**config.mk**
```make
export PLATFORM = sky130hd
export DESIGN_NAME = hazard_unit
export DESIGN_NICKNAME = d
export VERILOG_FILES = /design/src/logic/isa_pkg.sv /design/src/logic/pipe_pkg.sv /design/src/logic/hazard_unit.sv
export VERILOG_INCLUDE_DIRS = /design/src /design/src/logic
export SDC_FILE = /design/constraint.sdc
export NUM_CORES = 1
export LEC_CHECK = 0
export ABC_AREA = 1
export BUFFER_PORTS_ARGS = -buffer_cell sky130_fd_sc_hd__buf_2
export CORE_AREA = 4 4 41 43
export DETAILED_ROUTE_END_ITERATION = 10
export DIE_AREA = 0 0 45 47
export GPL_ROUTABILITY_DRIVEN = 1
export GPL_TIMING_DRIVEN = 0
export SYNTH_ARGS = -nofsm -noshare
export SYNTH_HDL_FRONTEND = slang
export SYNTH_SLANG_ARGS = --single-unit
```
**constraint.sdc**
```tcl
create_clock -name vclk -period 0.8
set_input_delay 0 -clock vclk [all_inputs]
set_output_delay 0 -clock vclk [all_outputs]
set_load 0.005 [all_outputs]
```
**src/logic/cpu_consts.svh**
```systemverilog
`ifndef CPU_CONSTS_SVH
`define CPU_CONSTS_SVH

`define ISA_WIDTH            32         // machine word
`define REG_FILE_ADDR_WIDTH  5          // 32 general registers
`define DMEM_ADDR_WIDTH      8          // 256 data words

`define HAZD_CTL_WIDTH       2
`define HAZD_CTL_NORMAL      2'b00      // memory stage takes the next op
`define HAZD_CTL_NO_OP       2'b01      // insert a bubble
`define HAZD_CTL_RETRY       2'b10      // memory stage keeps its op

`define FORW_SEL_WIDTH       2
`define FORW_SEL_INPUT       2'b00      // operand as read upstream
`define FORW_SEL_ALU_RES     2'b01      // result sitting in the memory stage
`define FORW_SEL_MEM_RES     2'b10      // write-back data

`define MEM_WRITE_BIT        1          // store
`define MEM_READ_BIT         0          // load

`define ALU_OP_WIDTH         3
`define ALU_OP_ADD           3'd0
`define ALU_OP_SUB           3'd1
`define ALU_OP_AND           3'd2
`define ALU_OP_OR            3'd3
`define ALU_OP_XOR           3'd4
`define ALU_OP_SLT           3'd5       // signed compare
`define ALU_OP_SLL           3'd6       // shift by b[4:0]
`define ALU_OP_PASS_B        3'd7

`endif

```
**src/logic/isa_pkg.sv**
```systemverilog
`include "cpu_consts.svh"

package isa_pkg;

    // one machine word, data and addresses alike
    typedef logic [`ISA_WIDTH-1:0] word_t;

    // general register index
    typedef logic [`REG_FILE_ADDR_WIDTH-1:0] reg_idx_t;

    // alu operation code, values in cpu_consts.svh
    typedef logic [`ALU_OP_WIDTH-1:0] alu_op_t;

endpackage

```
**src/logic/pipe_pkg.sv**
```systemverilog
`include "cpu_consts.svh"

package pipe_pkg;

    // next state of the memory stage
    typedef logic [`HAZD_CTL_WIDTH-1:0] hazd_ctl_t;

    // operand source for forwarding
    typedef logic [`FORW_SEL_WIDTH-1:0] forw_sel_t;

    // read and write strobes, bit positions MEM_READ_BIT / MEM_WRITE_BIT
    typedef logic [1:0] mem_ctl_t;

endpackage

```
**src/logic/hazard_unit.sv**
```systemverilog
`include "cpu_consts.svh"
`timescale 1ns/100ps

module hazard_unit
    import isa_pkg::*, pipe_pkg::*;
(
    input  logic      hold,                 // downstream freeze
    input  logic      ex_no_op,
    input  reg_idx_t  ex_rs_idx,
    input  reg_idx_t  ex_rt_idx,
    input  mem_ctl_t  mem_mem_control,
    input  logic      mem_no_op,
    input  reg_idx_t  mem_dest_reg_idx,
    output hazd_ctl_t hazard_control,       // to ex_mem_reg and mem_wb_reg
    output logic      ignore_no_op,
    output logic      ex_stall              // upstream repeats the execute op
);

    logic mem_live_load;
    logic rs_hit;
    logic rt_hit;
    logic load_use;

    assign mem_live_load = mem_mem_control[`MEM_READ_BIT] && !mem_no_op;
    assign rs_hit        = ex_rs_idx != '0 && ex_rs_idx == mem_dest_reg_idx;
    assign rt_hit        = ex_rt_idx != '0 && ex_rt_idx == mem_dest_reg_idx;
    assign load_use      = mem_live_load && !ex_no_op && (rs_hit || rt_hit);

    // hold wins over a load-use bubble
    always_comb begin
        if (hold)
            hazard_control = `HAZD_CTL_RETRY;
        else if (load_use)
            hazard_control = `HAZD_CTL_NO_OP;
        else
            hazard_control = `HAZD_CTL_NORMAL;
    end

    assign ignore_no_op = hold;             // memory stage must keep its op
    assign ex_stall     = hold || load_use;

endmodule

```
==> run_results.csv <==
group,metric,value,unit
status,run_status,"finished clean",
setup_path,crit_chain,"buf_8 -> inv_4 -> nand2_2 -> nand2_2 -> nor2_2 -> nand3_1 -> nand2_1 -> nand2_2 -> nor2_2 -> buf_2",
global_route,grt_pass1_wl,1080,um
global_route,antenna_found_initial,0,
routing,wl_met3,77,um
logic_synthesis,syn_inst,64,
logic_synthesis,syn_avg_cell_area,4.22,um^2
place,dpl.hpwl,670,um
routing,wl_met1,328,um
routing,first_pass_iters,2,
logic_synthesis,netlist_area,270,um^2
cells_and_area,num-fill-cells,156,
floorplanning,dieArea,0.00212,mm^2
power,p_leak,0.322,nW
clocking,cts_hold_buffers,0,
global_route,grt_pass1_vias,298,
cells_and_area,register_area,0,um^2
setup_path,worstPathArrival,0.74,ns
setup_path,slowest_delay,0.12,ns
setup_path,cp_top_family,"simple AND/OR/NAND/NOR gates",
timing,timing.fmax,1350,MHz
floorplanning,rows,13,
floorplanning,core_area,0.00130,mm^2
cells_and_area,drive_above_1_share,47.1,%
routing,drc,0,
logic_synthesis,synth_cell_types,9,
setup_path,path_max_fanout,3,
floorplanning,pin_count,24,
cells_and_area,layout-area-overhead-vs-synth,86.6,%
routing,vias,399,
place,placed_cells,102,
place,portBuffers,23,
routing,wl,785,um
setup_path,cp-start-kind,"primary input",
setup_path,worst-setup-path-type,"in2out",
setup_path,cpMaxStageDelayCell,"nor2_2",
global_route,grt_max_degree,5,
cells_and_area,nFlopsAndLatches,0,
floorplanning,die_h,47,um
clocking,postCtsSetupBuffers,0,
place,gp_congestion,0.735,
routing,avgViaCountPerCell,3.91,
logic_synthesis,yosysMostFrequentCell,"nand2_1",
cells_and_area,final_area,504,um^2
logic_synthesis,syn_nets,84,
setup_path,path_common_cell,"nand2_2",
cells_and_area,nClkBuffers,0,
global_route,grt_overflow,0,
power,peakVddDrop,0.000159,V
hold_path,hold_class,"in2out",
job,cap_violations,0,
timing,setup_ws,0.0587,ns
routing,top_layer_used,"met3",
timing,report.final.slew_viol_count,0,
routing,wl_met2,379,um
logic_synthesis,synth_commonest_cells,"nand2_1 (34), inv_1 (11), nor2_1 (10)",
place,dpl_cell_area,404,um^2
place,dp_slack,0.0316,ns
logic_synthesis,seq_area_frac_synth,0,%
routing,drt_iter0_markers,1,
logic_synthesis,synth_top_area_share,47.2,%
routing,wl_per_cell,7.70,um
routing,ant_nets,0,
timing,rsz0062_at_grt,"true",
setup_path,required,0.80,ns
logic_synthesis,synth.area.top_cells,"nand2_1 (47%), inv_1 (15%), nor2_1 (14%), nor3b_4 (6.9%), buf_4 (5.6%)",
timing,fin_crit_sh,92.7,%
cells_and_area,nNetsFinal,109,
logic_synthesis,synth_warnings,0,
timing,worstMarginPinSlew,0.138,ns
timing,setup_viol,0,
timing,fin_crit,0.741,ns
setup_path,worstSetupEndpointType,"primary output",
logic_synthesis,synth_top_cell_by_area,"nand2_1",
timing,finalHoldViolCount,0,
setup_path,critPathBufInv,3,
cells_and_area,antennaDiodeCount,0,
timing,relSlewSlack,90.8,%
cells_and_area,instances_no_fill,102,
floorplanning,die_w,45,um
power,power.density,445,mW/mm^2
floorplanning,start_util,20.8,%
global_route,grt.total_usage,6.29,%
-- per-stage QoR --
stage / hold slack [ns] / TNS, ns / total power [mW] / util, %
floorplan: 0.0220 / 0 / 0.0845 / -
global placement: 0.264 / 0 / 0.167 / 31.1
detailed placement: 0.270 / 0 / 0.170 / 31.1
CTS: 0.271 / 0 / 0.171 / 31.1
global route: 0.282 / -0.108 / 0.253 / 38.8
finish: 0.262 / 0 / 0.225 / 38.8
-- logic make-up after synthesis --
group	share of synthesized area [%]
buffers and inverters	23.6
and+or+nand+nor	76.4
-- routing by layer --
| metal | vias up | track usage, % |
|---|---|---|
| met3 | 0 | 0.383 |
| met2 | 12 | 10.5 |
| met4 | 0 | 0 |
| met5 | - | 0 |
| met1 | 160 | 9.44 |
| li1 | 227 | - |
-- power by group --
group,total (mW),internal (mW),switching [mW]
Sequential,0,0,0
Clock,0,0,0
Combinational,0.224,0.124,0.100
Total,0.224,0.124,0.100
-- what timing repair did --
item,4_1_cts,5_1_grt
gates resized for setup,0,30
setup endpoints to repair,0,2
endpoints found under the hold margin,0,0
-- layout by cell type, fill, tap and decap left out --
cell and n:
buf_8 2, nor2_2 4, nand2_2 6, nor3b_4 1
nand3_1 2, buf_4 2, buf_6 8, nor2_1 6
nor2_4 1, inv_4 1, inv_1 9, inv_2 3
nand2_1 29, buf_2 13
-- cell type report --
type / instances / area (um^2) / share of cell area [%]
buffer: 2 / 15.0 / 2.98
inverter: 13 / 51.3 / 10.2
multi-input combinational: 49 / 234 / 46.4
tap: 15 / 18.8 / 3.72
timing repair buffer: 23 / 185 / 36.7
-- path summary, 6_finish.rpt --
check / from / end / slack (ns) / depth (start not counted)
max: ex_rt_idx[0] / hazard_control[0] / 0.06 / 10
min: hold / hazard_control[0] / 0.26 / 3
-- tightest hold or removal path, cell delays in order --
cell    delay, ns
buf_2        0.12
nor2_2       0.03
buf_2        0.11
(Power assumes the default switching activity.)
