`src/logic/cpu_consts.svh`:
```
`ifndef CPU_CONSTS_SVH
`define CPU_CONSTS_SVH

`define ISA_WIDTH            32         // machine word
`define REG_FILE_ADDR_WIDTH  5          // 32 general registers
`define DMEM_ADDR_WIDTH      8          // 256 data words

`define HAZD_CTL_WIDTH       2
`define HAZD_CTL_NORMAL      2'b00      // memory stage takes the next op
`define HAZD_CTL_NO_OP       2'b01      // insert a bubble
`define HAZD_CTL_RETRY       2'b10      // memory stage keeps its op

`define FORW_SEL_WIDTH       2
`define FORW_SEL_INPUT       2'b00      // operand as read upstream
`define FORW_SEL_ALU_RES     2'b01      // result sitting in the memory stage
`define FORW_SEL_MEM_RES     2'b10      // write-back data

`define MEM_WRITE_BIT        1          // store
`define MEM_READ_BIT         0          // load

`define ALU_OP_WIDTH         3
`define ALU_OP_ADD           3'd0
`define ALU_OP_SUB           3'd1
`define ALU_OP_AND           3'd2
`define ALU_OP_OR            3'd3
`define ALU_OP_XOR           3'd4
`define ALU_OP_SLT           3'd5       // signed compare
`define ALU_OP_SLL           3'd6       // shift by b[4:0]
`define ALU_OP_PASS_B        3'd7

`endif

```
`src/logic/isa_pkg.sv`:
```
`include "cpu_consts.svh"

package isa_pkg;

    // one machine word, data and addresses alike
    typedef logic [`ISA_WIDTH-1:0] word_t;

    // general register index
    typedef logic [`REG_FILE_ADDR_WIDTH-1:0] reg_idx_t;

    // alu operation code, values in cpu_consts.svh
    typedef logic [`ALU_OP_WIDTH-1:0] alu_op_t;

endpackage

```
`src/logic/pipe_pkg.sv`:
```
`include "cpu_consts.svh"

package pipe_pkg;

    // next state of the memory stage
    typedef logic [`HAZD_CTL_WIDTH-1:0] hazd_ctl_t;

    // operand source for forwarding
    typedef logic [`FORW_SEL_WIDTH-1:0] forw_sel_t;

    // read and write strobes, bit positions MEM_READ_BIT / MEM_WRITE_BIT
    typedef logic [1:0] mem_ctl_t;

endpackage

```
`src/logic/alu.sv`:
```
`include "cpu_consts.svh"
`timescale 1ns/100ps

module alu
    import isa_pkg::*, pipe_pkg::*;
(
    input  alu_op_t   alu_op,               // from upstream decode
    input  word_t     ex_rs_data,           // rs as read from register file
    input  word_t     ex_rt_data,           // rt as read from register file
    input  forw_sel_t rs_select,            // from forwarding_unit
    input  forw_sel_t rt_select,
    input  word_t     mem_alu_result,       // memory stage result
    input  word_t     wb_reg_write_data,    // write-back data
    output word_t     ex_alu_result,
    output word_t     ex_store_data         // forwarded rt for stores
);

    word_t op_a;                            // forwarded rs
    word_t op_b;                            // forwarded rt

    function automatic word_t forwarded(input forw_sel_t sel, input word_t reg_val,
                                        input word_t mem_val, input word_t wb_val);
        case (sel)
            `FORW_SEL_ALU_RES: return mem_val;
            `FORW_SEL_MEM_RES: return wb_val;
            default:           return reg_val;   // input or unused code
        endcase
    endfunction

    assign op_a = forwarded(rs_select, ex_rs_data, mem_alu_result, wb_reg_write_data);
    assign op_b = forwarded(rt_select, ex_rt_data, mem_alu_result, wb_reg_write_data);

    assign ex_store_data = op_b;

    always_comb begin
        case (alu_op)
            `ALU_OP_ADD: ex_alu_result = op_a + op_b;
            `ALU_OP_SUB: ex_alu_result = op_a - op_b;
            `ALU_OP_AND: ex_alu_result = op_a & op_b;
            `ALU_OP_OR:  ex_alu_result = op_a | op_b;
            `ALU_OP_XOR: ex_alu_result = op_a ^ op_b;
            `ALU_OP_SLT: ex_alu_result = {{(`ISA_WIDTH-1){1'b0}},
                                          $signed(op_a) < $signed(op_b)};
            `ALU_OP_SLL: ex_alu_result = op_a << op_b[4:0];
            default:     ex_alu_result = op_b;  // pass b
        endcase
    end

endmodule

```
`config.mk`:
```
export PLATFORM = sky130hd
export DESIGN_NAME = alu
export DESIGN_NICKNAME = d
export VERILOG_FILES = /design/src/logic/isa_pkg.sv /design/src/logic/pipe_pkg.sv /design/src/logic/alu.sv
export VERILOG_INCLUDE_DIRS = /design/src /design/src/logic
export SDC_FILE = /design/constraint.sdc
export NUM_CORES = 1
export LEC_CHECK = 0
export BUFFER_PORTS_ARGS = -buffer_cell sky130_fd_sc_hd__buf_2
export CORE_MARGIN = 5
export CORE_UTILIZATION = 52
export DETAILED_ROUTE_END_ITERATION = 8
export PLACE_DENSITY = 0.81
export REMOVE_ABC_BUFFERS = 1
export SLEW_MARGIN = 40
export SYNTH_ARGS = -nofsm -noshare
export SYNTH_HDL_FRONTEND = slang
export SYNTH_SLANG_ARGS = --single-unit
```
`constraint.sdc`:
```
create_clock -name vclk -period 6.1
set_clock_uncertainty 0.1 [all_clocks]
set_input_delay 1.22 -clock vclk [all_inputs]
set_output_delay 1.22 -clock vclk [all_outputs]
set_load 0.005 [all_outputs]
```
==> flow_summary.toml <==
[sta]
slew_headroom_pct = 43.41
hold-worst-slack_ps = 2692
setup-violations-final = 5
setup_ws_ps = -94.96
rsz0062_at_grt = "true"
timing_max_transition_violations_final = 0
final_hold_fails = 0
max_freq_mhz = 161.4
max_slew.worst_pin.slew_ps = 844.3
layout_worst_path_cycle_share_pct = 101.6
fin_tns_setup_ps = -333.6
timing.final.crit_period_ps = 6195

[synth]
synth_top_cell_area_share_pct = 16.20
synth.yosys.warnings = 0
yosys.area_share.simple_pct = 17.71
synth_commonest_cells = "sky130_fd_sc_hd__a21oi_1 (151), sky130_fd_sc_hd__o21ai_0 (132), sky130_fd_sc_hd__nand2_1 (129)"
post_synth_fa_ha_maj_area_fraction_pct = 16.68
muxShareOfSynthArea_pct = 8.128
post-synth-top-count-cell = "sky130_fd_sc_hd__a21oi_1"
syn_area_per_cell_um2 = 6.494
synth-compound-area-share_pct = 43.96
syn_area_um2 = 8189
synth_xor_area_share_pct = 2.781
synth_top_family_by_area = "compound AO/OA/AOI/OAI gates"
yosys-top-cells-area = "sky130_fd_sc_hd__ha_1 (16%), sky130_fd_sc_hd__a21oi_1 (9.2%), sky130_fd_sc_hd__o21ai_0 (8.1%)"
synth_area_leader_cell = "sky130_fd_sc_hd__ha_1"
yosysSeqAreaShare_pct = 0
yosys.cell_types.count = 84
synthCells = 1261

[die]
placementRows = 45
floorplan.die_area_um2 = 18360
die_height_um = 135.5
coreArea_um2 = 15310
initial_core_util_pct = 53.47
dieWidth_um = 135.5
io_pins = 199

[global_routing]
antenna_found_initial = 2
largest_net_degree_at_the_start_of_global_routing = 54
global_route_wire_length_before_repair_um = 62360
number_of_global_route_vias_before_repair = 11570
global_route.overflow_total = 0
grtUsageTotal_pct = 42.11

[final_layout]
final_cells = 1864
layout.clock_buffers = 0
drive_gt1_share_pct = 39.69
number_of_antenna_cells_inserted = 0
numSequentialCells = 0
final_layout_net_count = 1898
register_area_um2 = 0
multiInputGateArea_um2 = 8098
count_of_fill_cells_added_during_filler_insertion = 1192
area_growth_pct = 47.56
fin_util_pct = 78.91

[detailed_routing]
routedWlPerCell_um = 23.43
routed_via_density = 6.676
topRoutingLayerUsed = "met5"
drcViolationCount = 0
route.vias.total = 12440
met2_wl_post_dr_um = 18690
drt_first_pass_iters = 6
detail_route.iter0.violations = 1975
ant_nets = 0
wl_met1_um = 15870
met3_length_um = 6668
routed_wirelength_um = 43680

[placed_design]
port_buffers = 199
preCtsSetupSlack_ps = -429.7
place.detailed.hpwl_um = 32250
placed_cells = 1844
gp_congestion = 1.080

[pwr]
pwr-share-comb_pct = 100.0
power.density_nw_per_um2 = 205.4
power_report.internal_total_mw = 1.103
clock_power_share_pct = 0
leakage_nw = 5.852
switching_share_pct = 55.55
p_switching_mw = 1.379
share_seq_of_total_power_pct = 0
irDropWorstVdd_uv = 138.7

[clocking]
cts_hold_repair.buffers = 0

[flow_run]
drv_cap = 0

[worst_hold_path]
hp-class = "in -> out"
whs_path_depth = 4

[setup_path]
worst-endpoint-required_ps = 4780
worst_setup_path_start_kind = "input port"
timing.critical_path.arrival_ps = 4870
cp_num_buf_inv = 4
worst_setup_path_end_kind = "output port"
delay_of_the_slowest_cell_on_the_worst_path_ps = 380
path_delay_family = "compound AO/OA/AOI/OAI gates"
worstSetupPathDepth = 19
critical_path.max_fanout = 4
crit_slowest_cell = "sky130_fd_sc_hd__fa_2"
path_cells = "buf_8 > inv_4 > ha_4 > a221o_1 > o21ai_4 > inv_4 > ha_4 > fa_2 > o21ba_4 > o211ai_1 > nand2_1 > a21o_1 > a211oi_2 > nand2_2 > o21bai_4 > xnor2_1 > nand2_1 > a32oi_1 > buf_2"
setup.worst_path.class = "in -> out"

[run_status]
failed_checks = "setup timing"
outcome = "complete, but fails checks"
[cells by family after synthesis]
group / after synthesis
muxes: 65
buffers and inverters: 197
AOI/OAI and AO/OA: 538
and+or+nand+nor: 327
xor gates and xnor gates: 26
adders and majority gates: 108
[cells in the final DEF, fill, tap and decap left out, drive strengths merged, types with 4 or more instances in the layout]
master	instances
a31oi	12
and3	5
a21oi	152
or3	7
o21ai	138
mux2i	53
o31ai	6
nor4	6
o221ai	6
ha	106
nor2	102
o21bai	13
o32ai	4
inv	99
xor2	6
a32oi	6
nand2b	7
a21o	16
and2	4
nor3	18
a21boi	4
nand3	24
nor2b	8
buf	489
o22ai	10
a221o	49
mux2	12
o211ai	15
nand2	129
a211oi	8
o21a	6
a222oi	4
a22oi	41
xnor2	20
a221oi	16
[power groups by stage]
| stage | logic (mW) | clock network, mW | registers [mW] |
|---|---|---|---|
| after detailed placement | 2.10 | 0 | 0 |
| final | 2.48 | 0 | 0 |
| after CTS | 2.22 | 0 | 0 |
| after global placement | 2.07 | 0 | 0 |
| after global routing | 2.61 | 0 | 0 |
| after floorplan | 1.14 | 0 | 0 |
[through the flow]
| step | power, mW | area [um2] |
|---|---|---|
| after floorplan | 1.143 | 7685 |
| after global placement | 2.074 | 11080 |
| after detailed placement | 2.096 | 11100 |
| after CTS | 2.218 | 11550 |
| after global routing | 2.615 | 12080 |
| final | 2.482 | 12080 |
[metal layers]
layer / vias up / GRT usage [%]
met5: - / 0
met4: 4 / 14.89
met3: 259 / 11.22
met2: 1106 / 66.45
met1: 5627 / 55.21
li1: 5448 / -
[final timing paths]
check,start,to
worst max-delay path,rt_select[0],ex_alu_result[24]
worst min-delay path,ex_rt_data[23],ex_store_data[23]
[repair_timing]
action                     CTS  global route
buffers inserted             7            13
pin swaps                   25            43
setup endpoints to repair   21            20
resized for setup           83           126
[area by class of cell]
class | count | share of cell area (%)
inverters | 100 | 3.189
repair buffers | 489 | 27.61
well taps | 211 | 2.185
multi-input cells | 1064 | 67.01
Power figures use the tool's default switching activity.
