<file path="src/logic/cpu_consts.svh">
`ifndef CPU_CONSTS_SVH
`define CPU_CONSTS_SVH

`define ISA_WIDTH            32         // machine word
`define REG_FILE_ADDR_WIDTH  5          // 32 general registers
`define DMEM_ADDR_WIDTH      8          // 256 data words

`define HAZD_CTL_WIDTH       2
`define HAZD_CTL_NORMAL      2'b00      // memory stage takes the next op
`define HAZD_CTL_NO_OP       2'b01      // insert a bubble
`define HAZD_CTL_RETRY       2'b10      // memory stage keeps its op

`define FORW_SEL_WIDTH       2
`define FORW_SEL_INPUT       2'b00      // operand as read upstream
`define FORW_SEL_ALU_RES     2'b01      // result sitting in the memory stage
`define FORW_SEL_MEM_RES     2'b10      // write-back data

`define MEM_WRITE_BIT        1          // store
`define MEM_READ_BIT         0          // load

`define ALU_OP_WIDTH         3
`define ALU_OP_ADD           3'd0
`define ALU_OP_SUB           3'd1
`define ALU_OP_AND           3'd2
`define ALU_OP_OR            3'd3
`define ALU_OP_XOR           3'd4
`define ALU_OP_SLT           3'd5       // signed compare
`define ALU_OP_SLL           3'd6       // shift by b[4:0]
`define ALU_OP_PASS_B        3'd7

`endif

</file>
<file path="src/logic/isa_pkg.sv">
`include "cpu_consts.svh"

package isa_pkg;

    // one machine word, data and addresses alike
    typedef logic [`ISA_WIDTH-1:0] word_t;

    // general register index
    typedef logic [`REG_FILE_ADDR_WIDTH-1:0] reg_idx_t;

    // alu operation code, values in cpu_consts.svh
    typedef logic [`ALU_OP_WIDTH-1:0] alu_op_t;

endpackage

</file>
<file path="src/logic/pipe_pkg.sv">
`include "cpu_consts.svh"

package pipe_pkg;

    // next state of the memory stage
    typedef logic [`HAZD_CTL_WIDTH-1:0] hazd_ctl_t;

    // operand source for forwarding
    typedef logic [`FORW_SEL_WIDTH-1:0] forw_sel_t;

    // read and write strobes, bit positions MEM_READ_BIT / MEM_WRITE_BIT
    typedef logic [1:0] mem_ctl_t;

endpackage

</file>
<file path="src/logic/mem_wb_reg.sv">
`include "cpu_consts.svh"
`timescale 1ns/100ps

module mem_wb_reg
    import isa_pkg::*, pipe_pkg::*;
(
    input  logic      clk,
    input  logic      rst_n,
    input  hazd_ctl_t hazard_control,       // retry freezes this stage
    input  logic      mem_no_op,
    input  logic      mem_reg_write_enable,
    input  mem_ctl_t  mem_mem_control,
    input  word_t     mem_alu_result,
    input  reg_idx_t  mem_dest_reg_idx,
    input  word_t     read_data,            // from data_mem, already one cycle late
    output logic      wb_reg_write_enable,  // to register file and forwarding
    output reg_idx_t  wb_dest_reg_idx,
    output word_t     wb_reg_write_data
);

    logic  retry;
    logic  wb_is_load;                      // pick memory data at write-back
    word_t wb_result;

    assign retry = hazard_control == `HAZD_CTL_RETRY;

    always_ff @(posedge clk or negedge rst_n) begin
        if (!rst_n) begin
            wb_reg_write_enable <= 1'b0;
            wb_is_load          <= 1'b0;
        end else if (retry) begin
            wb_is_load          <= 1'b0;    // load data now parked in wb_result
        end else begin
            wb_reg_write_enable <= mem_reg_write_enable && !mem_no_op;
            wb_is_load          <= mem_mem_control[`MEM_READ_BIT] && !mem_no_op;
        end
    end

    // read_data tracks the memory stage address, so a held load keeps its copy
    always_ff @(posedge clk) begin
        if (retry) begin
            wb_result       <= wb_reg_write_data;
        end else begin
            wb_result       <= mem_alu_result;
            wb_dest_reg_idx <= mem_dest_reg_idx;
        end
    end

    assign wb_reg_write_data = wb_is_load ? read_data : wb_result;

endmodule

</file>
<file path="config.mk">
export PLATFORM = sky130hd
export DESIGN_NAME = mem_wb_reg
export DESIGN_NICKNAME = d
export VERILOG_FILES = /design/src/logic/isa_pkg.sv /design/src/logic/pipe_pkg.sv /design/src/logic/mem_wb_reg.sv
export VERILOG_INCLUDE_DIRS = /design/src /design/src/logic
export SDC_FILE = /design/constraint.sdc
export NUM_CORES = 1
export LEC_CHECK = 0
export BUFFER_PORTS_ARGS = -buffer_cell sky130_fd_sc_hd__buf_2
export CAP_MARGIN = 20
export CORE_UTILIZATION = 43
export DETAILED_ROUTE_END_ITERATION = 8
export PLACE_DENSITY = 0.8
export SETUP_SLACK_MARGIN = 0.4
export SYNTH_ARGS = -nofsm -noshare
export SYNTH_HDL_FRONTEND = slang
export SYNTH_SLANG_ARGS = --single-unit
</file>
<file path="constraint.sdc">
create_clock -name clk -period 1.5 [get_ports clk]
set_input_delay 0.3 -clock clk [delete_from_list [all_inputs] [get_ports clk]]
set_output_delay 0.3 -clock clk [all_outputs]
set_load 0.1 [all_outputs]
</file>
==> results of run 1 <==
==> per-stage QoR <==
stage	power, mW	area (um^2)	setup TNS [ps]	hold WS, ps
final	3.71	3240	-7870	184
after CTS	3.73	3230	-7940	176
after global placement	2.97	3030	0	87.5
after floorplan	2.40	1920	0	4.41
after global routing	3.84	3240	-9230	168
after detailed placement	3.00	3030	0	86.4
==> power breakdown <==
part	leakage (nW)	total (mW)	internal, mW	switching, mW
Sequential	0.344	1.20	1.16	0.0400
Clock	0.0392	0.665	0.316	0.350
Combinational	1.19	1.84	0.770	1.08
Total	1.57	3.71	2.24	1.46
==> registers in the layout, indices dropped and copies added, names as in the netlist <==
register and count:
wb_is_load 1, wb_dest_reg_idx 5, wb_result 32, wb_reg_write_enable 1
==> cells in the final DEF, fill, tap and decap left out <==
cell,netlist,routed
dfxtp_1,32,32
clkinv_1,0,2
inv_4,0,1
buf_2,1,75
dfrtp_2,0,2
clkbuf_8,0,5
edfxtp_1,5,5
clkinvlp_4,0,1
buf_12,3,42
nor3b_1,1,1
buf_4,3,3
dlygate4sd3_1,0,1
mux2_2,5,3
nor2b_4,0,1
nor2b_1,2,1
mux2_4,60,62
==> cell families (layout without fill, tap and decap cells) <==
kind of cell | count (synthesis) | count (layout) | share of synthesized area, %
flops | 39 | 39 | 43.8
simple gates | 3 | 3 | 1.04
buf+inv | 9 | 130 | 5.34
mux | 65 | 65 | 49.8
==> worst paths after layout <==
path / startpoint / endpoint / slack (ps) / depth (start not counted)
max in group asynchronous: rst_n / wb_reg_write_enable / 1050 / 2
worst max-delay path: wb_is_load / wb_reg_write_data[25] / -260 / 3
worst min-delay path: mem_no_op / wb_is_load / 180 / 2
worst min register to register: wb_reg_write_enable / wb_reg_write_enable / 570 / 1
worst max register to register: wb_is_load / wb_result[13] / 110 / 3
min in group asynchronous: rst_n / wb_is_load / 350 / 2
==> timing repair <==
item,in CTS,in global routing
gates cloned,0,0
hold buffers,1,0
endpoints found under the hold margin,2,0
buffers inserted,1,1
endpoints found under the setup margin,70,70
gates resized for setup,25,1
==> cell type report <==
class | count | share of cell area [%]
clock inverters | 3 | 0.464
flip-flops and latches | 39 | 26.1
clock buffers | 5 | 2.13
inverters | 1 | 0.193
multi-input cells | 68 | 30.7
well taps | 50 | 1.93
repair buffers | 121 | 38.6
==> routing by layer <==
metal	global-route usage (%)	up-vias	wire length [um]
li1	-	652	-
met1	20.9	640	1700
met2	33.7	66	2440
met3	8.22	4	454
met4	6.12	0	42
met5	0	-	0
==> summary.txt, run 1 <==
Detailed routing
  • Vias/cell: around 4.7
  • Antenna Violating Nets Remaining: 0
  • Vias: approximately 1400
  • Initial DRC Count: 25
  • WL/cell: 16.1 um
  • DRT Pass-1 Iters: 5
  • DRT Wirelength: between 4 and 5 mm
  • DRC Markers: 0

Synth
  • Post-synth EDFFs: 5
  • Register area share after synthesis: between 40% and 50%
  • Cells after Synth: approximately 120
  • Synth Area per Inst: 16.6 um^2
  • Synth top cells by count: mux2_4 (60), dfxtp_1 (32), edfxtp_1 (5), mux2_2 (5)
  • Library cells used by synthesis: 12
  • Netlist Area Pre-Place: about 0.0019 mm^2
  • FFs w/ async S/R, synth: 5.13%
  • Ys flop type: dfxtp_1
  • Post-synth top area cell: mux2_4
  • Synth warn: 0
  • Synth area leaders: mux2_4 (47%), dfxtp_1 (33%), edfxtp_1 (7.8%)
  • Share of the synthesized area in the top cell type: a little under half
  • Syn Nets: just under 200
  • FF+latch count, synth: 39
  • Most frequent cell after synthesis: mux2_4

Global route
  • Number of global-route vias before repair: between 1000 and 1500
  • Total GRT Usage: between 15 and 20%
  • GRT overflow: 0
  • Initial antenna violation count: 0
  • Largest net degree at the start of global routing: 19
  • First-pass GRT wire length: between 6 and 7 mm

STA
  • Tightest Pin Transition: between 150 and 200 ps
  • Slew headroom: between 80 and 90%
  • Crit path setup slack, layout: -262 ps
  • RSZ-0062 raised after global routing: yes
  • Final Max Tran Viols: 0
  • # setup viols final: 32
  • Final Hold Violating Endpoints: 0
  • Tcrit/Tclk final: 117%
  • Clock skew: just over 6 ps
  • Fmax: ~570 MHz
  • Crit path time final: between 1500 and 2000 ps

Power and ir drop
  • Power per cell area: ~1100 mW/mm^2
  • Peak supply drop: between 0.8 and 0.9 mV
  • Leak: about 1.6 nW

Critical path
  • Data required, critical path: ~1200 ps
  • CP Max Fanout: 14
  • Startpoint type of the worst setup path: flip-flop
  • Crit-path cells: buf_12 > mux2_4 > buf_12
  • Crit path top cell by count: buf_12
  • Top delay family on crit path: flip-flops
  • Worst Path Buf+Inv: 2
  • CP max-delay cell: dfrtp_2
  • Crit end category: primary output
  • Critical path type: reg2out
  • Worst stage delay on the critical path: 460 ps
  • Critical Path AT: approximately 1500 ps

Clocking
  • TritonCTS clock tree: yes
  • H-tree lvl count: 2
  • Maximum buffer depth of the clock tree: 2
  • Root cell of the clock tree: clkbuf_8
  • CTS Buf Count: 5
  • # clock sinks: 39
  • Clock Latency Late Sink: about 280 ps
  • Clock-pin slew on the worst setup and hold paths: 80 ps

Outcome
  • Status: complete, but fails checks
  • Failing checks: setup timing

Final layout
  • Nets@finish: ~310
  • Multi-input gate area: 992 um^2
  • Final core occ: 78.1%
  • Filler cell count: between 200 and 250
  • Register Area: between 800 and 900 um^2
  • Diodes inserted: 0
  • Final non-filler cell total: 287
  • Layout cells sized above 1: between 80% and 90%
  • Layout area overhead: 68.5%

Floorplan
  • Die H: slightly below 70 um
  • Placeable Area: roughly 0.0041 mm^2
  • Die width: 68.8 um
  • Initial Util: a little under half
  • Boundary Pins: between 100 and 150
  • Num rows: 23
  • Die area: roughly 0.0047 mm^2

Hold path
  • Hold/Removal Path Class: in2reg

Flow run
  • Max cap viols: 0

Place
  • Routability cong.: roughly 0.67
  • HPWL Detailed: approximately 3.6 mm
  • Place WS: roughly 45 ps
  • Placed Cells: 276
  • Port buffer count: around 110
No activity file was read; power rests on OpenSTA's default activity.
==> run 2: changes to the inputs <==
--- a/config.mk
+++ b/config.mk
@@ -11,6 +11,7 @@
 export CORE_UTILIZATION = 43
 export DETAILED_ROUTE_END_ITERATION = 8
 export PLACE_DENSITY = 0.8
+export RECOVER_POWER = 50
 export SETUP_SLACK_MARGIN = 0.4
 export SYNTH_ARGS = -nofsm -noshare
 export SYNTH_HDL_FRONTEND = slang
==> summary.txt, run 2 (synthesized netlist as in run 1, its figures left out) <==
STA
  • # setup viols final: 33
  • Final Hold Violating Endpoints: 0
  • Tcrit/Tclk final: 117%
  • Slew headroom: 57.4%
  • Clock skew: 5.94 ps
  • Final Max Tran Viols: 0
  • Crit path setup slack, layout: -260 ps
  • Fmax: 568 MHz
  • Tightest Pin Transition: roughly 640 ps
  • RSZ-0062 raised after global routing: yes
  • Crit path time final: between 1500 and 2000 ps

Clocking
  • Clock Latency Late Sink: 280 ps
  • Root cell of the clock tree: clkbuf_8
  • Maximum buffer depth of the clock tree: 2
  • H-tree lvl count: 2
  • TritonCTS clock tree: yes
  • CTS Buf Count: 5
  • Clock-pin slew on the worst setup and hold paths: ~80 ps
  • # clock sinks: 39

Floorplan
  • Boundary Pins: 115
  • Die width: between 60 and 70 um
  • Num rows: 23
  • Die area: ~0.0047 mm^2
  • Die H: 68.8 um
  • Placeable Area: 0.00414 mm^2
  • Initial Util: approximately 46%

Detailed routing
  • DRT Pass-1 Iters: 5
  • DRC Markers: 0
  • Vias: about 1400
  • Vias/cell: ~4.7
  • DRT Wirelength: between 4 and 5 mm
  • WL/cell: 16.2 um
  • Antenna Violating Nets Remaining: 0
  • Initial DRC Count: 26

Global route
  • Largest net degree at the start of global routing: 19
  • First-pass GRT wire length: 6.56 mm
  • Number of global-route vias before repair: 1476
  • GRT overflow: 0
  • Total GRT Usage: around 19%
  • Initial antenna violation count: 0

Final layout
  • Largest register by flop count: wb_result
  • Nets@finish: 313
  • Layout area overhead: 63.6%
  • Max reg flops: 32
  • Layout cells sized above 1: about four fifths
  • Diodes inserted: 0
  • Top flop regs: wb_result: 32 flops, wb_dest_reg_idx: 5 flops
  • Commonest non-fill, non-tap cell in the layout: buf_2
  • Design area: 0.00314 mm^2
  • Final non-filler cell total: 287
  • Most frequent cells in the layout: buf_2 (73), mux2_4 (62), buf_12 (35)
  • Final core occ: about three quarters

Power and ir drop
  • Peak supply drop: between 0.8 and 0.9 mV
  • Power per cell area: roughly 1200 mW/mm^2
  • Pwr Total: around 3.7 mW
  • Leak: 1.54 nW

Place
  • Routability cong.: roughly 0.67
  • Port buffer count: 113
  • Placed Area: between 0.003 and 0.004 mm^2
  • HPWL Detailed: about 3.6 mm
  • Placed Cells: 276

Hold path
  • Hold depth: 2
  • Hold/Removal Path Class: in2reg
  • Hold path start: mem_no_op
  • Hold endpoint: wb_is_load

Critical path
  • Data required, critical path: between 1000 and 1500 ps
  • Critical Path AT: 1460 ps
  • Crit end category: primary output
  • FF-to-FF End: wb_result[13]
  • Worst stage delay on the critical path: approximately 460 ps
  • Crit path top cell by count: buf_12
  • Top delay family on crit path: flip-flops
  • Crit-path cells: buf_12 > mux2_4 > buf_12
  • Critical path type: reg2out
  • CP Max Fanout: 14
  • Worst reg2reg setup slack: about 110 ps
  • Worst R2R Start: wb_is_load
  • CP max-delay cell: dfrtp_2
  • Worst Path Buf+Inv: 2
  • Startpoint type of the worst setup path: flip-flop
  • R2R cell count: 3

Outcome
  • Failing checks: setup timing
  • Status: complete, but fails checks

Flow run
  • Max cap viols: 0
-- run 2: worst reg2reg max path, stage by stage (launching register included) --
cell and delay [ps]:
dfrtp_2 460, buf_12 200, mux2_4 340, mux2_4 270
-- run 2: final cells by class --
cell class / instances / area [um^2]
clock inverter: 3 / 15.0
tap: 50 / 62.6
timing repair buffer: 121 / 1160
fill: 260 / 1000
multi-input combinational: 68 / 992
sequential: 39 / 843
inverter: 1 / 3.75
clock buffer: 5 / 68.8
-- run 2: layer usage --
| metal | GRT usage, % | vias to the layer above | wire (um) |
|---|---|---|---|
| met3 | 8.22 | 2 | 446 |
| met2 | 33.7 | 65 | 2460 |
| met1 | 20.9 | 643 | 1720 |
| met5 | 0 | - | 0 |
| li1 | - | 650 | - |
| met4 | 6.12 | 0 | 24 |
-- run 2: where the power goes --
group | total, mW | leakage (nW) | switching (mW) | internal (mW)
clock network | 0.663 | 0.0392 | 0.347 | 0.316
registers | 1.19 | 0.344 | 0.0320 | 1.16
logic | 1.80 | 1.15 | 1.07 | 0.727
total | 3.65 | 1.54 | 1.45 | 2.20
-- run 2: metrics by stage --
step / setup TNS, ps / worst slack, ps / hold WS [ps]
2_1_floorplan: 0 / 22.6 / 4.41
3_3_place_gp: 0 / 68.9 / 87.5
3_5_place_dp: 0 / 44.9 / 86.4
4_1_cts: -7940 / -269 / 176
5_1_grt: -9350 / -308 / 168
6_report: -7830 / -260 / 183
-- run 2: repair_timing --
action	in CTS	in global routing
endpoints found under the setup margin	70	70
resized for setup	25	1
buffers inserted	1	1
cloned	0	0
hold buffers	1	0
hold endpoints to repair	2	0
-- run 2: worst max path at each step --
stage,startpoint,end,depth (start not counted)
floorplan,wb_is_load,wb_result[20],4
finish,wb_is_load,wb_reg_write_data[25],3
detailed placement,wb_is_load,wb_reg_write_data[25],3
global route,wb_is_load,wb_reg_write_data[25],3
CTS,wb_is_load,wb_reg_write_data[25],3
global placement,wb_is_load,wb_reg_write_data[12],3
