`config.mk`:
```
export PLATFORM = sky130hd
export DESIGN_NAME = forwarding_unit
export DESIGN_NICKNAME = d
export VERILOG_FILES = /design/src/logic/isa_pkg.sv /design/src/logic/pipe_pkg.sv /design/src/logic/forwarding_unit.sv
export VERILOG_INCLUDE_DIRS = /design/src /design/src/logic
export SDC_FILE = /design/constraint.sdc
export NUM_CORES = 1
export LEC_CHECK = 0
export BUFFER_PORTS_ARGS = -buffer_cell sky130_fd_sc_hd__buf_2
export CAP_MARGIN = 5
export CORE_AREA = 2 2 39 41
export DETAILED_ROUTE_END_ITERATION = 6
export DIE_AREA = 0 0 41 43
export PLACE_DENSITY_LB_ADDON = 0.25
export SLEW_MARGIN = 25
export SYNTH_ARGS = -nofsm -noshare
export SYNTH_HDL_FRONTEND = slang
export SYNTH_SLANG_ARGS = --single-unit
```
`constraint.sdc`:
```
create_clock -name vclk -period 0.9
set_clock_uncertainty 0.05 [all_clocks]
set_input_delay 0 -clock vclk [all_inputs]
set_output_delay 0 -clock vclk [all_outputs]
set_load 0.01 [all_outputs]
```
`src/logic/cpu_consts.svh`:
```
`ifndef CPU_CONSTS_SVH
`define CPU_CONSTS_SVH

`define ISA_WIDTH            32         // machine word
`define REG_FILE_ADDR_WIDTH  5          // 32 general registers
`define DMEM_ADDR_WIDTH      8          // 256 data words

`define HAZD_CTL_WIDTH       2
`define HAZD_CTL_NORMAL      2'b00      // memory stage takes the next op
`define HAZD_CTL_NO_OP       2'b01      // insert a bubble
`define HAZD_CTL_RETRY       2'b10      // memory stage keeps its op

`define FORW_SEL_WIDTH       2
`define FORW_SEL_INPUT       2'b00      // operand as read upstream
`define FORW_SEL_ALU_RES     2'b01      // result sitting in the memory stage
`define FORW_SEL_MEM_RES     2'b10      // write-back data

`define MEM_WRITE_BIT        1          // store
`define MEM_READ_BIT         0          // load

`define ALU_OP_WIDTH         3
`define ALU_OP_ADD           3'd0
`define ALU_OP_SUB           3'd1
`define ALU_OP_AND           3'd2
`define ALU_OP_OR            3'd3
`define ALU_OP_XOR           3'd4
`define ALU_OP_SLT           3'd5       // signed compare
`define ALU_OP_SLL           3'd6       // shift by b[4:0]
`define ALU_OP_PASS_B        3'd7

`endif

```
`src/logic/isa_pkg.sv`:
```
`include "cpu_consts.svh"

package isa_pkg;

    // one machine word, data and addresses alike
    typedef logic [`ISA_WIDTH-1:0] word_t;

    // general register index
    typedef logic [`REG_FILE_ADDR_WIDTH-1:0] reg_idx_t;

    // alu operation code, values in cpu_consts.svh
    typedef logic [`ALU_OP_WIDTH-1:0] alu_op_t;

endpackage

```
`src/logic/pipe_pkg.sv`:
```
`include "cpu_consts.svh"

package pipe_pkg;

    // next state of the memory stage
    typedef logic [`HAZD_CTL_WIDTH-1:0] hazd_ctl_t;

    // operand source for forwarding
    typedef logic [`FORW_SEL_WIDTH-1:0] forw_sel_t;

    // read and write strobes, bit positions MEM_READ_BIT / MEM_WRITE_BIT
    typedef logic [1:0] mem_ctl_t;

endpackage

```
`src/logic/forwarding_unit.sv`:
```
`include "cpu_consts.svh"
`timescale 1ns/100ps

module forwarding_unit
    import isa_pkg::*, pipe_pkg::*;
(
    input  reg_idx_t  ex_rs_idx,
    input  reg_idx_t  ex_rt_idx,
    input  reg_idx_t  mem_dest_reg_idx,
    input  logic      mem_reg_write_enable,
    input  mem_ctl_t  mem_mem_control,
    input  logic      mem_no_op,
    input  reg_idx_t  wb_dest_reg_idx,
    input  logic      wb_reg_write_enable,
    output forw_sel_t rs_select,            // to alu
    output forw_sel_t rt_select,            // to alu
    output forw_sel_t store_data_select     // to ex_mem_reg
);

    logic mem_fwd_ok;                       // memory stage has a result ready
    logic wb_fwd_ok;

    // a load's data only exists one stage later, hazard_unit stalls for it
    assign mem_fwd_ok = mem_reg_write_enable && !mem_mem_control[`MEM_READ_BIT] && !mem_no_op;
    assign wb_fwd_ok  = wb_reg_write_enable;

    function automatic forw_sel_t pick_source(input reg_idx_t src, input reg_idx_t mem_dst,
                                              input logic mem_ok, input reg_idx_t wb_dst,
                                              input logic wb_ok);
        if (src == '0)
            return `FORW_SEL_INPUT;         // r0 is never forwarded
        else if (mem_ok && src == mem_dst)
            return `FORW_SEL_ALU_RES;       // youngest producer first
        else if (wb_ok && src == wb_dst)
            return `FORW_SEL_MEM_RES;
        else
            return `FORW_SEL_INPUT;
    endfunction

    assign rs_select = pick_source(ex_rs_idx, mem_dest_reg_idx, mem_fwd_ok,
                                   wb_dest_reg_idx, wb_fwd_ok);
    assign rt_select = pick_source(ex_rt_idx, mem_dest_reg_idx, mem_fwd_ok,
                                   wb_dest_reg_idx, wb_fwd_ok);

    // same choice, applied again at the stage register edge
    assign store_data_select = rt_select;

endmodule

```
==> impl_metrics.prom, run 1 <==
# TYPE chip_impl_metric gauge
chip_impl_metric{name="ant_nets",unit=""} 0
chip_impl_metric{name="n_antenna_cell",unit=""} 0
chip_impl_metric{name="dr.first_iter.drc_count",unit=""} 0
chip_impl_metric{name="die_boundary_height",unit="um"} 43
chip_impl_metric{name="slew-limit-headroom",unit=""} 0.843
chip_impl_metric{name="die_x",unit="um"} 41
chip_impl_metric{name="post_route_cells_drive_above_1_share",unit=""} 0.646
chip_impl_metric{name="flow.area_growth_from_synthesis",unit="%"} 124
chip_impl_info{name="netlist_top_cells_count",value="xnor2_1 (16), nand2_1 (5), xor2_1 (4)"} 1
chip_impl_metric{name="syn_inst",unit=""} 41
chip_impl_info{name="holdCritStartpoint",value="ex_rs_idx[0]"} 1
chip_impl_info{name="crit_path_end_kind",value="primary output"} 1
chip_impl_metric{name="max_capacitance_violation_count",unit=""} 0
chip_impl_metric{name="antenna_violations_before_repair",unit=""} 0
chip_impl_metric{name="globalRouteTotalUtil",unit=""} 0.108
chip_impl_metric{name="synth_area",unit="um^2"} 293
chip_impl_metric{name="rows",unit=""} 14
chip_impl_metric{name="setup_violations",unit=""} 6
chip_impl_metric{name="die_area",unit="mm^2"} 0.00176
chip_impl_metric{name="ff_latch_area",unit="um^2"} 0
chip_impl_metric{name="n_fill_cell",unit=""} 142
chip_impl_info{name="synth_most_common_cell",value="xnor2_1"} 1
chip_impl_info{name="grt_setup_unrepaired",value="yes"} 1
chip_impl_metric{name="yosys.area.top_type_share",unit=""} 0.479
chip_impl_metric{name="postLayoutSetupSlackWorst",unit="ps"} -130
chip_impl_metric{name="synthesis.area_per_instance",unit="um^2"} 7.14
chip_impl_metric{name="mapped_nets",unit=""} 66
chip_impl_metric{name="cp_data_arrival_time",unit="ps"} 980
chip_impl_info{name="worstSetupPathType",value="in -> out"} 1
chip_impl_metric{name="hold_ws",unit="ps"} 299
chip_impl_metric{name="static-leakage-power",unit="nW"} 0.288
chip_impl_metric{name="yosysSeqAreaShare",unit=""} 0
chip_impl_metric{name="weighted_congestion_reported_at_the_end_of_routability_driven_placement",unit=""} 0.736
chip_impl_metric{name="cellPowerDensity",unit="mW/mm^2"} 423
chip_impl_metric{name="postLayoutCoreUtil",unit=""} 0.475
chip_impl_metric{name="tns",unit="ps"} -668
chip_impl_metric{name="grt_first_pass_wirelength",unit="um"} 1420
chip_impl_metric{name="post_synth_num_cell_types",unit=""} 12
chip_impl_metric{name="max_stage_delay_on_crit_path",unit="ps"} 530
chip_impl_info{name="yosys.area.top_type",value="xnor2_1"} 1
chip_impl_metric{name="final_period_utilization",unit=""} 1.14
chip_impl_metric{name="placedInstanceArea",unit="um^2"} 548
chip_impl_info{name="family_with_the_most_delay_on_the_worst_path",value="simple AND/OR/NAND/NOR gates"} 1
chip_impl_metric{name="pin_count_of_the_biggest_net_entering_global_routing",unit=""} 4
chip_impl_metric{name="seq_cells",unit=""} 0
chip_impl_metric{name="via_count",unit=""} 416
chip_impl_info{name="cpMaxStageDelayCell",value="or4_4"} 1
chip_impl_metric{name="drt_first_pass_iters",unit=""} 1
chip_impl_metric{name="report.final.hold_viol_count",unit=""} 0
chip_impl_metric{name="drt-wirelength-per-cell",unit="um"} 10.5
chip_impl_metric{name="drt-vias-per-instance",unit=""} 4.38
chip_impl_metric{name="irDropWorstVdd",unit="mV"} 0.138
chip_impl_info{name="timing.critical_path.cells",value="buf_8 -> or4_4 -> nor2_4 -> nor4_2 -> buf_2"} 1
chip_impl_metric{name="place.port_buffers",unit=""} 30
chip_impl_metric{name="critPathRequiredTime",unit="ps"} 850
chip_impl_metric{name="ioPinCount",unit=""} 31
chip_impl_metric{name="multi_input_comb_area",unit="um^2"} 354
chip_impl_info{name="hold-path-endpoint",value="rs_select[0]"} 1
chip_impl_metric{name="worst-path-max-fanout",unit=""} 3
chip_impl_metric{name="yosysWarningCount",unit=""} 0
chip_impl_metric{name="num-nets-final",unit=""} 106
chip_impl_metric{name="gr-total-overflow",unit=""} 0
chip_impl_info{name="failed_checks",value="setup timing"} 1
chip_impl_metric{name="clockBufferCount",unit=""} 0
chip_impl_info{name="hold_class",value="in -> out"} 1
chip_impl_metric{name="worstHoldPathCells",unit=""} 4
chip_impl_info{name="run_status",value="finished, violations left"} 1
chip_impl_metric{name="number_of_global_route_vias_before_repair",unit=""} 387
chip_impl_metric{name="max_slew.worst_pin.slew",unit="ps"} 233
chip_impl_metric{name="drc",unit=""} 0
chip_impl_metric{name="timing.final.max_slew_violations",unit=""} 0
chip_impl_metric{name="floorplan.core_area",unit="mm^2"} 0.00138
chip_impl_metric{name="final_area",unit="um^2"} 657
chip_impl_metric{name="max_freq",unit="MHz"} 971
chip_impl_metric{name="floorplan.initialDensity",unit=""} 0.212
chip_impl_metric{name="pre_cts_slack",unit="ps"} -160
chip_impl_metric{name="buffer_and_inverter_count_on_the_worst_path",unit=""} 2
chip_impl_metric{name="drt-total-wl",unit="um"} 1000
chip_impl_metric{name="finalWorstPathRequiredPeriod",unit="ps"} 1030
chip_impl_info{name="cp-start-kind",value="input port"} 1
chip_impl_info{name="ys_top_cells_by_area",value="xnor2_1 (48%), xor2_1 (12%), nand2_1 (6.4%), nor4_1 (6.4%), buf_4 (5.1%)"} 1
stage by stage:
step	instances	total power, mW
final	95	0.278
after global routing	95	0.301
after CTS	95	0.255
after floorplan	41	0.107
after detailed placement	94	0.232
after global placement	94	0.231
cells in the final DEF, fill, tap and decap left out:
master	n
nor2_1	1
nor4_4	1
nor3_2	1
nor4_2	1
nand2_1	4
nor2_4	2
nor4_1	1
xor2_1	4
nand2_2	1
xnor2_1	15
nor3b_4	1
buf_4	10
or4_4	2
nand3_1	1
buf_8	2
buf_6	6
nand4_1	2
buf_2	22
xnor2_2	1
nor4b_2	1
per-layer routing:
metal,part of all wire,up-vias,wire length (um),GRT usage
li1,-,216,-,-
met1,0.39,186,389,0.133
met2,0.56,14,558,0.206
met3,0.053,0,53,0
met4,0,0,0,0
met5,0,-,0,0
timing repair:
item / CTS / global route
buffers inserted: 1 / 0
hold buffers: 0 / 0
pin swaps: 7 / 9
endpoints found under the setup margin: 6 / 6
gates resized for setup: 9 / 14
logic make-up (layout without fill, tap and decap cells):
kind of cell              count (synthesis)  after routing  synth area share
and+or+nand+nor                          19             19             0.350
xor gates and xnor gates                 20             20             0.598
buffers and inverters                     2             40            0.0513
final cells by class:
cell class         instances  share of cell area
multi-input cells         39               0.539
repair buffers            40               0.430
well taps                 16              0.0305
power breakdown:
group / switching (mW) / internal (mW)
clock: 0 / 0
sequential: 0 / 0
combinational: 0.113 / 0.165
worst max-delay path by stage:
stage | start | endpoint | slack, ps | cells past startpoint
after floorplan | ex_rt_idx[1] | store_data_select[1] | -40 | 4
after global placement | ex_rt_idx[1] | store_data_select[1] | -150 | 5
after detailed placement | ex_rt_idx[1] | rt_select[1] | -160 | 5
after CTS | ex_rt_idx[4] | rt_select[1] | -160 | 5
after global routing | ex_rt_idx[4] | rt_select[1] | -170 | 5
final | ex_rt_idx[4] | rt_select[1] | -130 | 5
Note: power is estimated with default switching activity, not from simulation.
==> run 2: changes to the inputs <==
Settings changed: PLACE_DENSITY_LB_ADDON 0.25 to not set.
==> run 2 against run 1 <==
- the run still ends with setup timing left
- sequential cell count unchanged
- worst setup slack worse by 22 ps
- non-clock buffer count decreased by 1
- core utilization grew 0.63 points
- global-route usage is 0.80 points higher
- power up 4.4%
- fmax down 2.1%
- count of clock-buffer cells in the layout is the same
- hold slack about the same
- highest routed layer unchanged
- combinational power grew 4%
- die area unchanged
==> impl_metrics.prom, run 2 (same netlist as run 1, synthesis figures left out) <==
# TYPE chip_impl_metric gauge
chip_impl_metric{name="weighted_congestion_reported_at_the_end_of_routability_driven_placement",unit=""} 0.707
chip_impl_metric{name="tns",unit="ps"} -768
chip_impl_info{name="cpMaxStageDelayCell",value="or4_1"} 1
chip_impl_info{name="failed_checks",value="setup timing"} 1
chip_impl_metric{name="die_x",unit="um"} 41
chip_impl_metric{name="worst-path-max-fanout",unit=""} 3
chip_impl_metric{name="grt_first_pass_wirelength",unit="um"} 1540
chip_impl_metric{name="slew-limit-headroom",unit=""} 0.857
chip_impl_info{name="crit_path_end_kind",value="primary output"} 1
chip_impl_metric{name="number_of_global_route_vias_before_repair",unit=""} 379
chip_impl_metric{name="antenna_violations_before_repair",unit=""} 0
chip_impl_metric{name="drt-total-wl",unit="um"} 1070
chip_impl_info{name="family_with_the_most_delay_on_the_worst_path",value="simple AND/OR/NAND/NOR gates"} 1
chip_impl_metric{name="ioPinCount",unit=""} 31
chip_impl_metric{name="holdBufCountCts",unit=""} 0
chip_impl_metric{name="max_capacitance_violation_count",unit=""} 0
chip_impl_metric{name="cellPowerDensity",unit="mW/mm^2"} 436
chip_impl_metric{name="globalRouteTotalUtil",unit=""} 0.116
chip_impl_info{name="final_common_cell",value="buf_2"} 1
chip_impl_metric{name="drc",unit=""} 0
chip_impl_metric{name="die_area",unit="mm^2"} 0.00176
chip_impl_metric{name="static-leakage-power",unit="nW"} 0.286
chip_impl_metric{name="timing.final.max_slew_violations",unit=""} 0
chip_impl_info{name="mostFrequentLayoutCells",value="buf_2 (22), xnor2_1 (15), buf_4 (10), buf_6 (5), nand2_1 (4)"} 1
chip_impl_metric{name="drt-wirelength-per-cell",unit="um"} 11.4
chip_impl_metric{name="buffer_and_inverter_count_on_the_worst_path",unit=""} 2
chip_impl_metric{name="postLayoutCoreUtil",unit=""} 0.481
chip_impl_metric{name="hold_ws",unit="ps"} 299
chip_impl_info{name="hold_class",value="in -> out"} 1
chip_impl_metric{name="max_freq",unit="MHz"} 951
chip_impl_info{name="timing.critical_path.cells",value="buf_6 -> or4_1 -> nor2_4 -> nor4b_4 -> buf_2"} 1
chip_impl_metric{name="drt-vias-per-instance",unit=""} 4.45
chip_impl_metric{name="n_antenna_cell",unit=""} 0
chip_impl_metric{name="cp_data_arrival_time",unit="ps"} 1000
chip_impl_metric{name="routed-wl-met3",unit="um"} 63
chip_impl_metric{name="postLayoutSetupSlackWorst",unit="ps"} -152
chip_impl_metric{name="post_route_cells_drive_above_1_share",unit=""} 0.667
chip_impl_metric{name="num-nets-final",unit=""} 105
chip_impl_metric{name="wl_met1",unit="um"} 377
chip_impl_metric{name="max_slew.worst_pin.slew",unit="ps"} 212
chip_impl_metric{name="clockBufferCount",unit=""} 0
chip_impl_info{name="cp-start-kind",value="input port"} 1
chip_impl_metric{name="rows",unit=""} 14
chip_impl_info{name="top_layer_used",value="met3"} 1
chip_impl_metric{name="ff_latch_area",unit="um^2"} 0
chip_impl_metric{name="critPathRequiredTime",unit="ps"} 850
chip_impl_info{name="worstSetupPathType",value="in -> out"} 1
chip_impl_metric{name="flow.area_growth_from_synthesis",unit="%"} 127
chip_impl_info{name="grt_setup_unrepaired",value="yes"} 1
chip_impl_metric{name="finalWorstPathRequiredPeriod",unit="ps"} 1050
chip_impl_metric{name="final_period_utilization",unit=""} 1.17
chip_impl_metric{name="max_stage_delay_on_crit_path",unit="ps"} 570
chip_impl_metric{name="wl_met2",unit="um"} 626
chip_impl_metric{name="irDropWorstVdd",unit="mV"} 0.201
chip_impl_metric{name="ant_nets",unit=""} 0
chip_impl_metric{name="drt_first_pass_iters",unit=""} 4
chip_impl_metric{name="seq_cells",unit=""} 0
chip_impl_metric{name="floorplan.initialDensity",unit=""} 0.212
chip_impl_metric{name="via_count",unit=""} 418
chip_impl_metric{name="gr-total-overflow",unit=""} 0
chip_impl_metric{name="floorplan.core_area",unit="mm^2"} 0.00138
chip_impl_info{name="run_status",value="finished, violations left"} 1
chip_impl_metric{name="die_boundary_height",unit="um"} 43
chip_impl_metric{name="pin_count_of_the_biggest_net_entering_global_routing",unit=""} 4
chip_impl_metric{name="dr.first_iter.drc_count",unit=""} 1
chip_impl_metric{name="place.port_buffers",unit=""} 30
chip_impl_metric{name="report.final.hold_viol_count",unit=""} 0
chip_impl_metric{name="setup_violations",unit=""} 6
==> run 2: cell count changes in the layout (fill, tap and decap cells not counted), sizes merged <==
cell and change:
buf -1
==> run 2: layout make-up <==
cell class                 instances  area, um^2
timing repair buffer              39         272
fill                             145         718
tap                               16        20.0
multi-input combinational         39         374
==> run 2: what timing repair did <==
item,4_1_cts,5_1_grt
pin swaps,8,9
gates resized for setup,8,19
setup buffers,2,1
cloned,0,0
endpoints found under the setup margin,6,6
==> run 2: routing by layer <==
layer / track usage / vias to the layer above
met4: 0 / 0
met5: 0 / -
met3: 0 / 0
met1: 0.165 / 189
li1: - / 214
met2: 0.200 / 15
==> run 2: where the power goes <==
group          total, mW  switching, mW  internal, mW
combinational      0.290          0.125         0.165
clock                  0              0             0
sequential             0              0             0
==> run 2: per-stage QoR <==
step	instances	setup slack, ps	total power, mW	area, um^2
after global placement	91	-153	0.220	526
after floorplan	41	-36.0	0.107	325
after detailed placement	91	-162	0.223	526
after CTS	93	-150	0.245	574
after global routing	94	-197	0.313	666
final	94	-152	0.290	666
==> run 2: final timing paths <==
check | from | endpoint | slack, ps | cells past startpoint
setup / recovery | ex_rs_idx[3] | rs_select[1] | -150 | 5
hold / removal | wb_reg_write_enable | rt_select[1] | 300 | 4
